<file path="src/fe_pkg.sv">
package fe_pkg;

    // meaningful widths
    typedef logic [31:0] arch_width_t;
    typedef logic [31:0] inst_t;
    typedef logic [6:0]  opcode_t;

    // first fetch address, pc of zero is reserved for "no entry"
    localparam arch_width_t RESET_VEC = 32'h0000_0200;
    localparam arch_width_t INST_BYTES = 32'd4;

    // rv32 major opcodes seen by predecode
    localparam opcode_t OPC_BRANCH = 7'b110_0011;
    localparam opcode_t OPC_JALR = 7'b110_0111;
    localparam opcode_t OPC_JAL = 7'b110_1111;

    typedef enum logic [1:0] {
        PC_SEL_PC,
        PC_SEL_INC4,
        PC_SEL_ALU
    } pc_sel_t;

    typedef struct packed {
        pc_sel_t pc_sel;
        logic pc_we;
        logic bubble_dec;
    } fe_ctrl_t;

    // hold pc, no write, decode bubbled
    localparam fe_ctrl_t FE_CTRL_INIT = '{pc_sel: PC_SEL_PC, pc_we: 1'b0, bubble_dec: 1'b1};

    typedef struct packed {
        arch_width_t addr;
    } imem_req_t;

    typedef struct packed {
        inst_t inst;
    } imem_rsp_t;

    // flow change as resolved by execute
    typedef struct packed {
        arch_width_t pc_exe;
        logic branch_in_exe;
        logic jalr_in_exe;
        logic taken;
        arch_width_t target;
    } exe_res_t;

    typedef struct packed {
        logic to_dec;
        logic to_exe;
    } hazard_t;

endpackage
</file>
<file path="src/fe_top.sv">
`timescale 1ns/1ps

module fe_top (
    input  logic clk,
    input  logic rst,
    input  logic imem_req_ready,
    input  logic imem_rsp_valid,
    input  fe_pkg::imem_rsp_t imem_rsp,
    input  fe_pkg::exe_res_t exe_res,
    input  logic dc_stalled,
    input  fe_pkg::hazard_t hazard,
    output logic imem_req_valid,
    output fe_pkg::imem_req_t imem_req,
    output logic imem_rsp_ready,
    output logic dec_valid,
    output fe_pkg::arch_width_t dec_pc,
    output fe_pkg::inst_t dec_inst
);

    import fe_pkg::*;

    fe_ctrl_t fe_ctrl;
    fe_ctrl_t decoded_fe_ctrl;
    arch_width_t redirect;
    arch_width_t pc;
    logic branch_in_dec;
    logic jalr_in_dec;
    logic rsp_fire;

    assign rsp_fire = imem_rsp_valid && imem_rsp_ready;
    assign imem_req.addr = pc;

    fe_ctrl u_ctrl (
        .clk             (clk),
        .rst             (rst),
        .imem_req_ready  (imem_req_ready),
        .imem_rsp_valid  (imem_rsp_valid),
        .dec_pc          (dec_pc),
        .branch_in_dec   (branch_in_dec),
        .jalr_in_dec     (jalr_in_dec),
        .exe_res         (exe_res),
        .dc_stalled      (dc_stalled),
        .hazard          (hazard),
        .decoded_fe_ctrl (decoded_fe_ctrl),
        .imem_req_valid  (imem_req_valid),
        .imem_rsp_ready  (imem_rsp_ready),
        .fe_ctrl         (fe_ctrl),
        .redirect        (redirect)
    );

    fe_pc u_pc (
        .clk      (clk),
        .rst      (rst),
        .ctrl     (fe_ctrl),
        .redirect (redirect),
        .pc       (pc)
    );

    fe_dec_stage u_dec (
        .clk             (clk),
        .rst             (rst),
        .rsp             (imem_rsp),
        .rsp_fire        (rsp_fire),
        .pc_fetch        (pc),
        .bubble          (fe_ctrl.bubble_dec),
        .dec_valid       (dec_valid),
        .dec_pc          (dec_pc),
        .dec_inst        (dec_inst),
        .branch_in_dec   (branch_in_dec),
        .jalr_in_dec     (jalr_in_dec),
        .decoded_fe_ctrl (decoded_fe_ctrl)
    );

endmodule

</file>
<file path="src/fe_dec_stage.sv">
`timescale 1ns/1ps

module fe_dec_stage (
    input  logic clk,
    input  logic rst,
    input  fe_pkg::imem_rsp_t rsp,
    input  logic rsp_fire,
    input  fe_pkg::arch_width_t pc_fetch,
    input  logic bubble,
    output logic dec_valid,
    output fe_pkg::arch_width_t dec_pc,
    output fe_pkg::inst_t dec_inst,
    output logic branch_in_dec,
    output logic jalr_in_dec,
    output fe_pkg::fe_ctrl_t decoded_fe_ctrl
);

    import fe_pkg::*;

    opcode_t opc;
    logic is_branch;
    logic is_jump;
    logic branch_q;
    logic jump_q;

    // predecode of the returning instruction, jal handled like jalr
    assign opc = rsp.inst[6:0];
    assign is_branch = (opc == OPC_BRANCH);
    assign is_jump = (opc == OPC_JALR) || (opc == OPC_JAL);

    always_comb begin
        decoded_fe_ctrl = '{pc_sel: PC_SEL_INC4, pc_we: 1'b1, bubble_dec: 1'b0};
        if (is_branch || is_jump) begin
            decoded_fe_ctrl.pc_sel = PC_SEL_PC;
            decoded_fe_ctrl.pc_we = 1'b0;
        end
    end

    // capture wins over bubble
    always_ff @(posedge clk) begin
        if (rst) begin
            dec_valid <= 1'b0;
        end else if (rsp_fire) begin
            dec_valid <= 1'b1;
        end else if (bubble) begin
            dec_valid <= 1'b0;
        end
    end

    always_ff @(posedge clk) begin
        if (rsp_fire) begin
            dec_inst <= rsp.inst;
            // fetch pc has already stepped past the request in flight
            dec_pc <= pc_fetch - INST_BYTES;
            branch_q <= is_branch;
            jump_q <= is_jump;
        end
    end

    assign branch_in_dec = dec_valid && branch_q;
    assign jalr_in_dec = dec_valid && jump_q;

endmodule

</file>
<file path="src/fe_pc.sv">
`timescale 1ns/1ps

module fe_pc (
    input  logic clk,
    input  logic rst,
    input  fe_pkg::fe_ctrl_t ctrl,
    input  fe_pkg::arch_width_t redirect,
    output fe_pkg::arch_width_t pc
);

    import fe_pkg::*;

    arch_width_t pc_nx;

    // next fetch address
    always_comb begin
        unique case (ctrl.pc_sel)
            PC_SEL_INC4: begin
                pc_nx = pc + INST_BYTES;
            end
            PC_SEL_ALU: begin
                pc_nx = redirect;
            end
            default: begin
                pc_nx = pc;
            end
        endcase
    end

    // pc always points at the next address to request
    always_ff @(posedge clk) begin
        if (rst) begin
            pc <= RESET_VEC;
        end else if (ctrl.pc_we) begin
            pc <= pc_nx;
        end
    end

endmodule

</file>
<file path="src/fe_ctrl.sv">
`timescale 1ns/1ps

module fe_ctrl (
    input  logic clk,
    input  logic rst,
    input  logic imem_req_ready,
    input  logic imem_rsp_valid,
    input  fe_pkg::arch_width_t dec_pc,
    input  logic branch_in_dec,
    input  logic jalr_in_dec,
    input  fe_pkg::exe_res_t exe_res,
    input  logic dc_stalled,
    input  fe_pkg::hazard_t hazard,
    input  fe_pkg::fe_ctrl_t decoded_fe_ctrl,
    output logic imem_req_valid,
    output logic imem_rsp_ready,
    output fe_pkg::fe_ctrl_t fe_ctrl,
    output fe_pkg::arch_width_t redirect
);

    import fe_pkg::*;

    typedef enum logic [2:0] {
        RST,
        STEADY,
        STALL_FLOW,
        STALL_FE_IC,
        STALL_BE
    } stall_state_t;

    // flow instruction parked in decode, waiting on execute
    typedef struct packed {
        logic jump;
        arch_width_t pc;
    } stalled_entry_t;

    stall_state_t state;
    stall_state_t nx_state;
    stalled_entry_t stalled_entry;
    fe_ctrl_t ctrl_base;
    logic be_act;
    logic flow_act;
    logic flow_res;
    logic flow_taken;
    logic save_entry;
    logic req_fire;
    logic rsp_fire;
    logic outstanding;
    logic req_wait;

    // stall sources
    assign be_act = dc_stalled || hazard.to_exe;
    assign flow_act = branch_in_dec || jalr_in_dec;

    // execute has reached the parked instruction
    assign flow_res = (stalled_entry.pc == exe_res.pc_exe) && (exe_res.pc_exe != '0) &&
                      !hazard.to_exe;

    // jumps always leave the sequential path, branches only when taken
    assign flow_taken = stalled_entry.jump || exe_res.jalr_in_exe ||
                        (exe_res.branch_in_exe && exe_res.taken);
    assign redirect = flow_taken ? exe_res.target : stalled_entry.pc + INST_BYTES;

    assign req_fire = imem_req_valid && imem_req_ready;
    assign rsp_fire = imem_rsp_valid && imem_rsp_ready;

    always_comb begin
        nx_state = state;
        ctrl_base = FE_CTRL_INIT;
        save_entry = 1'b0;
        imem_rsp_ready = 1'b0;
        // a request already on the bus stays there until memory takes it
        imem_req_valid = req_wait;

        unique case (state)
            RST: begin
                // boot fetch at the reset vector, memory may still be cold
                imem_req_valid = 1'b1;
                if (imem_req_ready) begin
                    nx_state = STALL_FE_IC;
                end
            end

            STALL_FLOW: begin
                // decode stays empty until execute resolves
                if (flow_res) begin
                    ctrl_base.pc_sel = PC_SEL_ALU;
                    ctrl_base.pc_we = 1'b1;
                    nx_state = STEADY;
                end
            end

            STEADY, STALL_FE_IC, STALL_BE: begin
                ctrl_base.bubble_dec = 1'b0;
                if (be_act) begin
                    // back end is full, freeze fetch and decode
                    nx_state = STALL_BE;
                end else if (flow_act) begin
                    // branch or jump visible in decode for one cycle
                    save_entry = 1'b1;
                    nx_state = STALL_FLOW;
                end else begin
                    imem_rsp_ready = 1'b1;
                    // next request rides along with the response of an ordinary inst
                    imem_req_valid = req_wait || !outstanding ||
                                     (imem_rsp_valid && decoded_fe_ctrl.pc_we);
                    // nothing came back this cycle, decode goes empty
                    ctrl_base.bubble_dec = !imem_rsp_valid;
                    nx_state = imem_rsp_valid ? STEADY : STALL_FE_IC;
                end
            end

            default: ;
        endcase
    end

    // pc steps past every request memory accepts
    always_comb begin
        fe_ctrl = ctrl_base;
        if (req_fire) begin
            fe_ctrl.pc_sel = PC_SEL_INC4;
            fe_ctrl.pc_we = 1'b1;
        end
    end

    always_ff @(posedge clk) begin
        if (rst) begin
            state <= RST;
            outstanding <= 1'b0;
            req_wait <= 1'b0;
        end else begin
            state <= nx_state;
            outstanding <= req_fire || (outstanding && !rsp_fire);
            req_wait <= imem_req_valid && !imem_req_ready;
        end
    end

    always_ff @(posedge clk) begin
        if (rst) begin
            stalled_entry <= '0;
        end else if (save_entry) begin
            stalled_entry <= '{jump: jalr_in_dec, pc: dec_pc};
        end else if ((state == STALL_FLOW) && flow_res) begin
            stalled_entry <= '0;
        end
    end

endmodule

</file>
<file path="config.mk">
export PLATFORM = sky130hd
export DESIGN_NAME = fe_top
export DESIGN_NICKNAME = d
export VERILOG_FILES = /design/src/fe_pkg.sv /design/src/fe_top.sv /design/src/fe_dec_stage.sv /design/src/fe_pc.sv /design/src/fe_ctrl.sv
export SDC_FILE = /design/constraint.sdc
export NUM_CORES = 1
export LEC_CHECK = 0
export ABC_AREA = 1
export BUFFER_PORTS_ARGS = -buffer_cell sky130_fd_sc_hd__clkbuf_2
export CORE_ASPECT_RATIO = 0.6
export CORE_MARGIN = 1.5
export CORE_UTILIZATION = 50
export CTS_CLUSTER_SIZE = 28
export DETAILED_ROUTE_END_ITERATION = 8
export PLACE_DENSITY_LB_ADDON = 0.2
export SYNTH_ARGS = -nofsm -noshare
export SYNTH_HDL_FRONTEND = slang
export SYNTH_SLANG_ARGS = --single-unit
</file>
<file path="constraint.sdc">
create_clock -name clk -period 5.59 [get_ports clk]
set_input_delay 0.2795 -clock clk [delete_from_list [all_inputs] [get_ports clk]]
set_output_delay 0.2795 -clock clk [all_outputs]
set_load 0.03 [all_outputs]
</file>
==> flow_metrics.tcl, run 1 <==
set metrics [dict create \
    wl_per_cell_um 16.7 \
    vias_per_cell 5.34 \
    ys.flop_type "dfxtp_1" \
    gp_congestion 1.04 \
    cts_inserted_buffers 17 \
    grt_start_max_net_pins 65 \
    port_buffers 203 \
    drc_errors 0 \
    fin_nets 1587 \
    initial_core_util 0.513 \
    r2r_slack_ns 2.64 \
    die_w_um 174 \
    place_hpwl_um 22400 \
    post-place-cells 1693 \
    rsz0062_at_grt "false" \
    crit_type "register to register" \
    crit_path_start_kind "register" \
    antenna_found_initial 0 \
    hold_viol_final 0 \
    drt_iter0_markers 1092 \
    postCtsSetupBuffers 0 \
    critPathRequiredTime_ns 5.90 \
    layout-drive-gt1-share 0.197 \
    postRouteAntennaNets 0 \
    die-area_um2 18400 \
    status "complete, no violations" \
    cap_viol_max_count 0 \
    p_leak_nw 4.85 \
    cts.repair.resized 0 \
    slew_headroom 0.299 \
    synth_cell_type_count 45 \
    clk_pin_slew_worst_paths_ns 0.06 \
    synth-seq-cells 137 \
    cts.htree.levels 4 \
    setup_violations 0 \
    synth_nets 1409 \
    grt-ovfl-total 0 \
    firstDrtPassIters 5 \
    synth-edff-count 66 \
    tns_ns 0 \
    syn2layout_area_growth_pct 18.8 \
    core-area_um2 17200 \
    period_share 0.528 \
    fp-row-count 37 \
    grt_pass1_vias 7925 \
    diodes 0 \
    synth_area_um2 8810 \
    worstSkewPairLatency_ns 0.42 \
    routed_wl_um 28800 \
    worst_ir_drop_vdd_mv 0.227 \
    slew_violations 0 \
    cp.arrival_ns 3.26 \
    grt_pass1_wl_um 44100 \
    final_cells 1725 \
    ys_seq_area_frac 0.386 \
    post-route-min-period_ns 2.95 \
    cts_tree "yes" \
    cellPowerDensity_nw_per_um2 356 \
    grt_use_total 0.314 \
    endpoint_kind "register" \
    tightest_slew_ns 1.05 \
    cts-root-buf "clkbuf_16" \
    finClkSkew_ns 0.0151 \
    max_freq_ghz 0.339 \
    nFillCells 1714 \
    clock_path_buffers 2 \
    clkSinkCount 137 \
    synth.avg_cell_area_um2 6.77 \
    async_reset_ff_frac 0 \
    critPathMaxFanout 26 \
    ios 205 \
    yosysWarnings 0 \
    synthesis.instances 1300 \
    die_h_um 106 \
    vias 9220 \
    hold_path.class "primary input to register" \
    ctsHoldBuffers 0 \
]
cells by family (layout without fill, tap and decap cells):
group | after synthesis | count (layout) | share of synthesized area
xor+xnor | 51 | 51 | 0.0516
compound gates | 132 | 132 | 0.0808
buf+inv | 223 | 414 | 0.108
simple gates | 754 | 754 | 0.369
flops | 137 | 137 | 0.386
fa+ha+maj | 3 | 3 | 0.00426
worst max-delay path: stages (launching register included):
cell	delay [ns]
dfxtp_1	0.44
inv_1	0.11
nand2_1	0.07
nand2_1	0.11
inv_1	0.08
nand2_1	0.05
nor2_1	0.33
nand2_1	0.12
nor2_2	0.14
nand3_2	0.13
nor2_4	0.35
nand2_4	0.32
inv_1	0.30
nand3_1	0.13
nand2_1	0.10
nor2_1	0.05
path summary, 6_finish.rpt:
check                                               from                       end  cells past startpoint
worst max-delay path            u_ctrl.stalled_entry[14]               u_pc.pc[22]                     15
worst max register to register  u_ctrl.stalled_entry[14]               u_pc.pc[22]                     15
worst min register to register  u_ctrl.stalled_entry[32]  u_ctrl.stalled_entry[32]                      2
worst min-delay path                        imem_rsp[13]        u_dec.dec_inst[13]                      1
state kept, by name (all words and copies together) (netlist names), 3 cells and up:
register              flops
u_dec.dec_pc             32
u_dec.dec_inst           32
u_pc.pc                  32
u_ctrl.stalled_entry     33
u_ctrl.state              3
per-stage QoR:
step           power [mW]  worst slack (ns)  area (µm²)   util  hold slack [ns]
5_1_grt              3.92              2.46       10500  0.609          0.00927
2_1_floorplan        2.24              1.27        8810      -            0.378
4_1_cts              3.72              2.79       10500  0.609           0.0235
3_3_place_gp         2.55              2.84        9860  0.574            0.451
3_5_place_dp         2.58              2.80        9860  0.574            0.458
6_report             3.73              2.64       10500  0.609           0.0303
routing by layer:
layer / up-vias / GRT usage / share of wire
met4: 0 / 0.0554 / 0.0086
met1: 4206 / 0.490 / 0.46
met3: 26 / 0.0833 / 0.13
met2: 497 / 0.430 / 0.40
li1: 4491 / - / -
met5: - / 0 / 0
area by class of cell:
type                            count  area [µm²]  share of cell area
Clock buffer                       22         508              0.0485
Tap cell                          234         293              0.0280
Clock inverter                     10        97.6             0.00933
Sequential cell                   137        3400               0.325
Inverter                          175         659              0.0630
Multi-Input combinational cell    940        4460               0.426
Timing Repair Buffer              207        1050               0.100
where the power goes:
| part | internal (mW) | total [mW] | leakage, nW | switching (mW) |
|---|---|---|---|---|
| clock | 0.699 | 1.15 | 0.302 | 0.454 |
| combinational | 0.349 | 1.18 | 3.37 | 0.826 |
| sequential | 1.22 | 1.40 | 1.18 | 0.182 |
cells in the mapped netlist, types with 3 or more instances:
cell type    n  area (µm²)
nand3_1     88         440
nor3_1      26         130
clkbuf_1    18        67.6
buf_6        6        67.6
dfxtp_1     71        1420
nor4_1       4        25.0
nand2_2     11        68.8
nand4_1     25         156
xor2_1      44         385
inv_2        8        30.0
ha_1         3        37.5
nor2_1     144         541
nor2_2      11        68.8
nor2_4       3        33.8
a21oi_1     59         295
xnor2_1      6        52.6
clkinv_1     4        15.0
o21ai_0     61         305
buf_2        6        30.0
edfxtp_1    66        1980
nand2_1    424        1590
nand3_2      3        30.0
inv_1      162         608
nor3_2       4        40.0
buf_4       16         120
cell usage in the layout, fill, tap and decap left out, types with 6 or more instances in the layout:
master,n
a21oi_1,59
nor2_1,143
nor2_2,11
nand2_1,424
clkbuf_2,203
inv_1,162
edfxtp_1,66
xnor2_1,6
inv_2,8
o21ai_0,61
xor2_1,44
dfxtp_1,71
nand3_1,88
clkbuf_16,20
nand2_2,11
nand4_1,25
nor3_1,26
(Power assumes the default switching activity.)
==> inputs of run 2 (changes only) <==
==> constraint.sdc (replaced) <==
create_clock -name clk -period 2.75 [get_ports clk]
set_input_delay 0.1375 -clock clk [delete_from_list [all_inputs] [get_ports clk]]
set_output_delay 0.1375 -clock clk [all_outputs]
set_load 0.03 [all_outputs]
==> flow_metrics.tcl, run 2 (synthesis gave the netlist of run 1 again) <==
set metrics [dict create \
    status "complete, no violations" \
    postRouteAntennaNets 0 \
    critPathMaxFanout 5 \
    firstDrtPassIters 6 \
    hold_viol_final 0 \
    grt_pass1_wl_um 44500 \
    postCtsSetupBuffers 0 \
    crit_family "simple AND/OR/NAND/NOR gates" \
    crit_path_frequent_cell "nand2_1" \
    endpoint_kind "register" \
    critPathBufInv 2 \
    regMostFlops "u_ctrl.stalled_entry" \
    fin_nets 1636 \
    port_buffers 203 \
    fp-row-count 37 \
    p_leak_nw 5.08 \
    worst_ir_drop_vdd_mv 0.634 \
    slew_headroom 0.364 \
    grt_use_total 0.314 \
    ios 205 \
    cts_tree "yes" \
    clkSinkCount 137 \
    clk_pin_slew_worst_paths_ns 0.07 \
    cp.arrival_ns 2.75 \
    finClkSkew_ns 0.0120 \
    path_cells "inv_1 > nand2_1 > nand2_1 > nor2_1 > nand2_1 > nor2_1 > nand2_1 > nor2_1 > nand3_1 > nor2_1 > nand3_1 > nand3_1 > nand2_1 > inv_1" \
    wl_per_cell_um 16.2 \
    cts.repair.resized 0 \
    max_freq_ghz 0.420 \
    grt_pass1_vias 8287 \
    place_hpwl_um 22100 \
    largest_reg_flops 33 \
    layout-drive-gt1-share 0.202 \
    seq_area_um2 3400 \
    antenna_found_initial 0 \
    ctsHoldBuffers 32 \
    vias_per_cell 5.30 \
    syn2layout_area_growth_pct 24.3 \
    tightest_slew_ns 0.953 \
    grt-ovfl-total 0 \
    post-route-min-period_ns 2.38 \
    final_common_cell "nand2_1" \
    worstSkewPairLatency_ns 0.42 \
    die_w_um 174 \
    setup_violations 0 \
    slew_violations 0 \
    diodes 0 \
    routed_wl_um 28800 \
    period_share 0.866 \
    initial_core_util 0.513 \
    drc_errors 0 \
    crit_type "register to register" \
    die-area_um2 18400 \
    cts_inserted_buffers 17 \
    multi_input_area_um2 4460 \
    die_h_um 106 \
    final_cell_mix "424 x nand2_1, 203 x clkbuf_2, 162 x inv_1" \
    cts-root-buf "clkbuf_16" \
    rsz0062_at_grt "false" \
    cp_slowest_cell "nor2_1" \
    crit_path_start_kind "register" \
    clock_path_buffers 2 \
    core-area_um2 17200 \
    grt_start_max_net_pins 68 \
    tns_ns 0 \
    critPathRequiredTime_ns 3.12 \
    vias 9399 \
    cap_viol_max_count 0 \
    report.power.total_mw 7.61 \
    nFillCells 1594 \
    max_stage_delay_ns 0.44 \
    cts.htree.levels 4 \
    gp_congestion 1.03 \
    drt_iter0_markers 1134 \
    hold_path.class "primary input to register" \
    cellPowerDensity_nw_per_um2 695 \
]
run 2: changes by cell type in the layout (fill, tap and decap cells not counted):
| cell | before | now |
|---|---|---|
| buf_12 | 0 | 4 |
| bufinv_16 | 1 | 2 |
| clkinv_4 | 1 | 4 |
| inv_4 | 4 | 1 |
| inv_6 | 4 | 6 |
| clkinvlp_4 | 0 | 1 |
| clkbuf_1 | 2 | 0 |
| dlygate4sd3_1 | 0 | 32 |
| clkinv_1 | 4 | 5 |
| buf_4 | 4 | 17 |
| clkbuf_16 | 20 | 17 |
run 2: cell type report:
cell class,instances,share of cell area
tap,234,0.0267
clock buffer,17,0.0389
inverter,175,0.0602
clock inverter,15,0.0150
multi-input combinational,940,0.407
sequential,137,0.311
timing repair buffer,256,0.141
run 2: power by group:
part	internal [mW]	total [mW]	switching (mW)	leakage (nW)
registers	2.47	2.84	0.361	1.18
clock network	1.35	2.30	0.947	0.287
logic	0.778	2.47	1.70	3.61
total	4.61	7.61	3.00	5.08
run 2: path summary, 6_finish.rpt:
kind / start / to / slack [ns] / depth (start not counted)
worst min register to register: u_ctrl.stalled_entry[32] / u_ctrl.stalled_entry[32] / 0.47 / 2
worst max-delay path: u_ctrl.stalled_entry[29] / u_pc.pc[25] / 0.37 / 14
worst max register to register: u_ctrl.stalled_entry[29] / u_pc.pc[25] / 0.37 / 14
worst min-delay path: exe_res[9] / u_pc.pc[9] / 0.08 / 5
run 2: metrics by stage:
| stage | hold slack, ns | instance area (µm²) | util | setup slack [ns] | instances |
|---|---|---|---|---|---|
| 5_1_grt | 0.0898 | 10900 | 0.637 | 0.174 | 1774 |
| 3_3_place_gp | 0.314 | 10000 | 0.584 | 0.526 | 1710 |
| 3_5_place_dp | 0.316 | 10000 | 0.584 | 0.483 | 1710 |
| 2_1_floorplan | 0.236 | 8810 | - | 0.316 | 1300 |
| 4_1_cts | 0.0801 | 10900 | 0.637 | 0.437 | 1774 |
| 6_report | 0.0814 | 10900 | 0.637 | 0.368 | 1774 |
run 2: metal layers:
metal	track usage	part of all wire
met3	0.0624	0.10
met5	0	0
met4	0.0720	0.015
met2	0.461	0.41
met1	0.471	0.47
run 2: worst register-to-register path, cell delays in order (launching register included):
cell     delay, ns
dfxtp_1       0.41
inv_1         0.11
nand2_1       0.19
nand2_1       0.10
nor2_1        0.10
nand2_1       0.06
nor2_1        0.14
nand2_1       0.13
nor2_1        0.14
nand3_1       0.10
nor2_1        0.44
nand3_1       0.20
nand3_1       0.13
nand2_1       0.05
inv_1         0.04
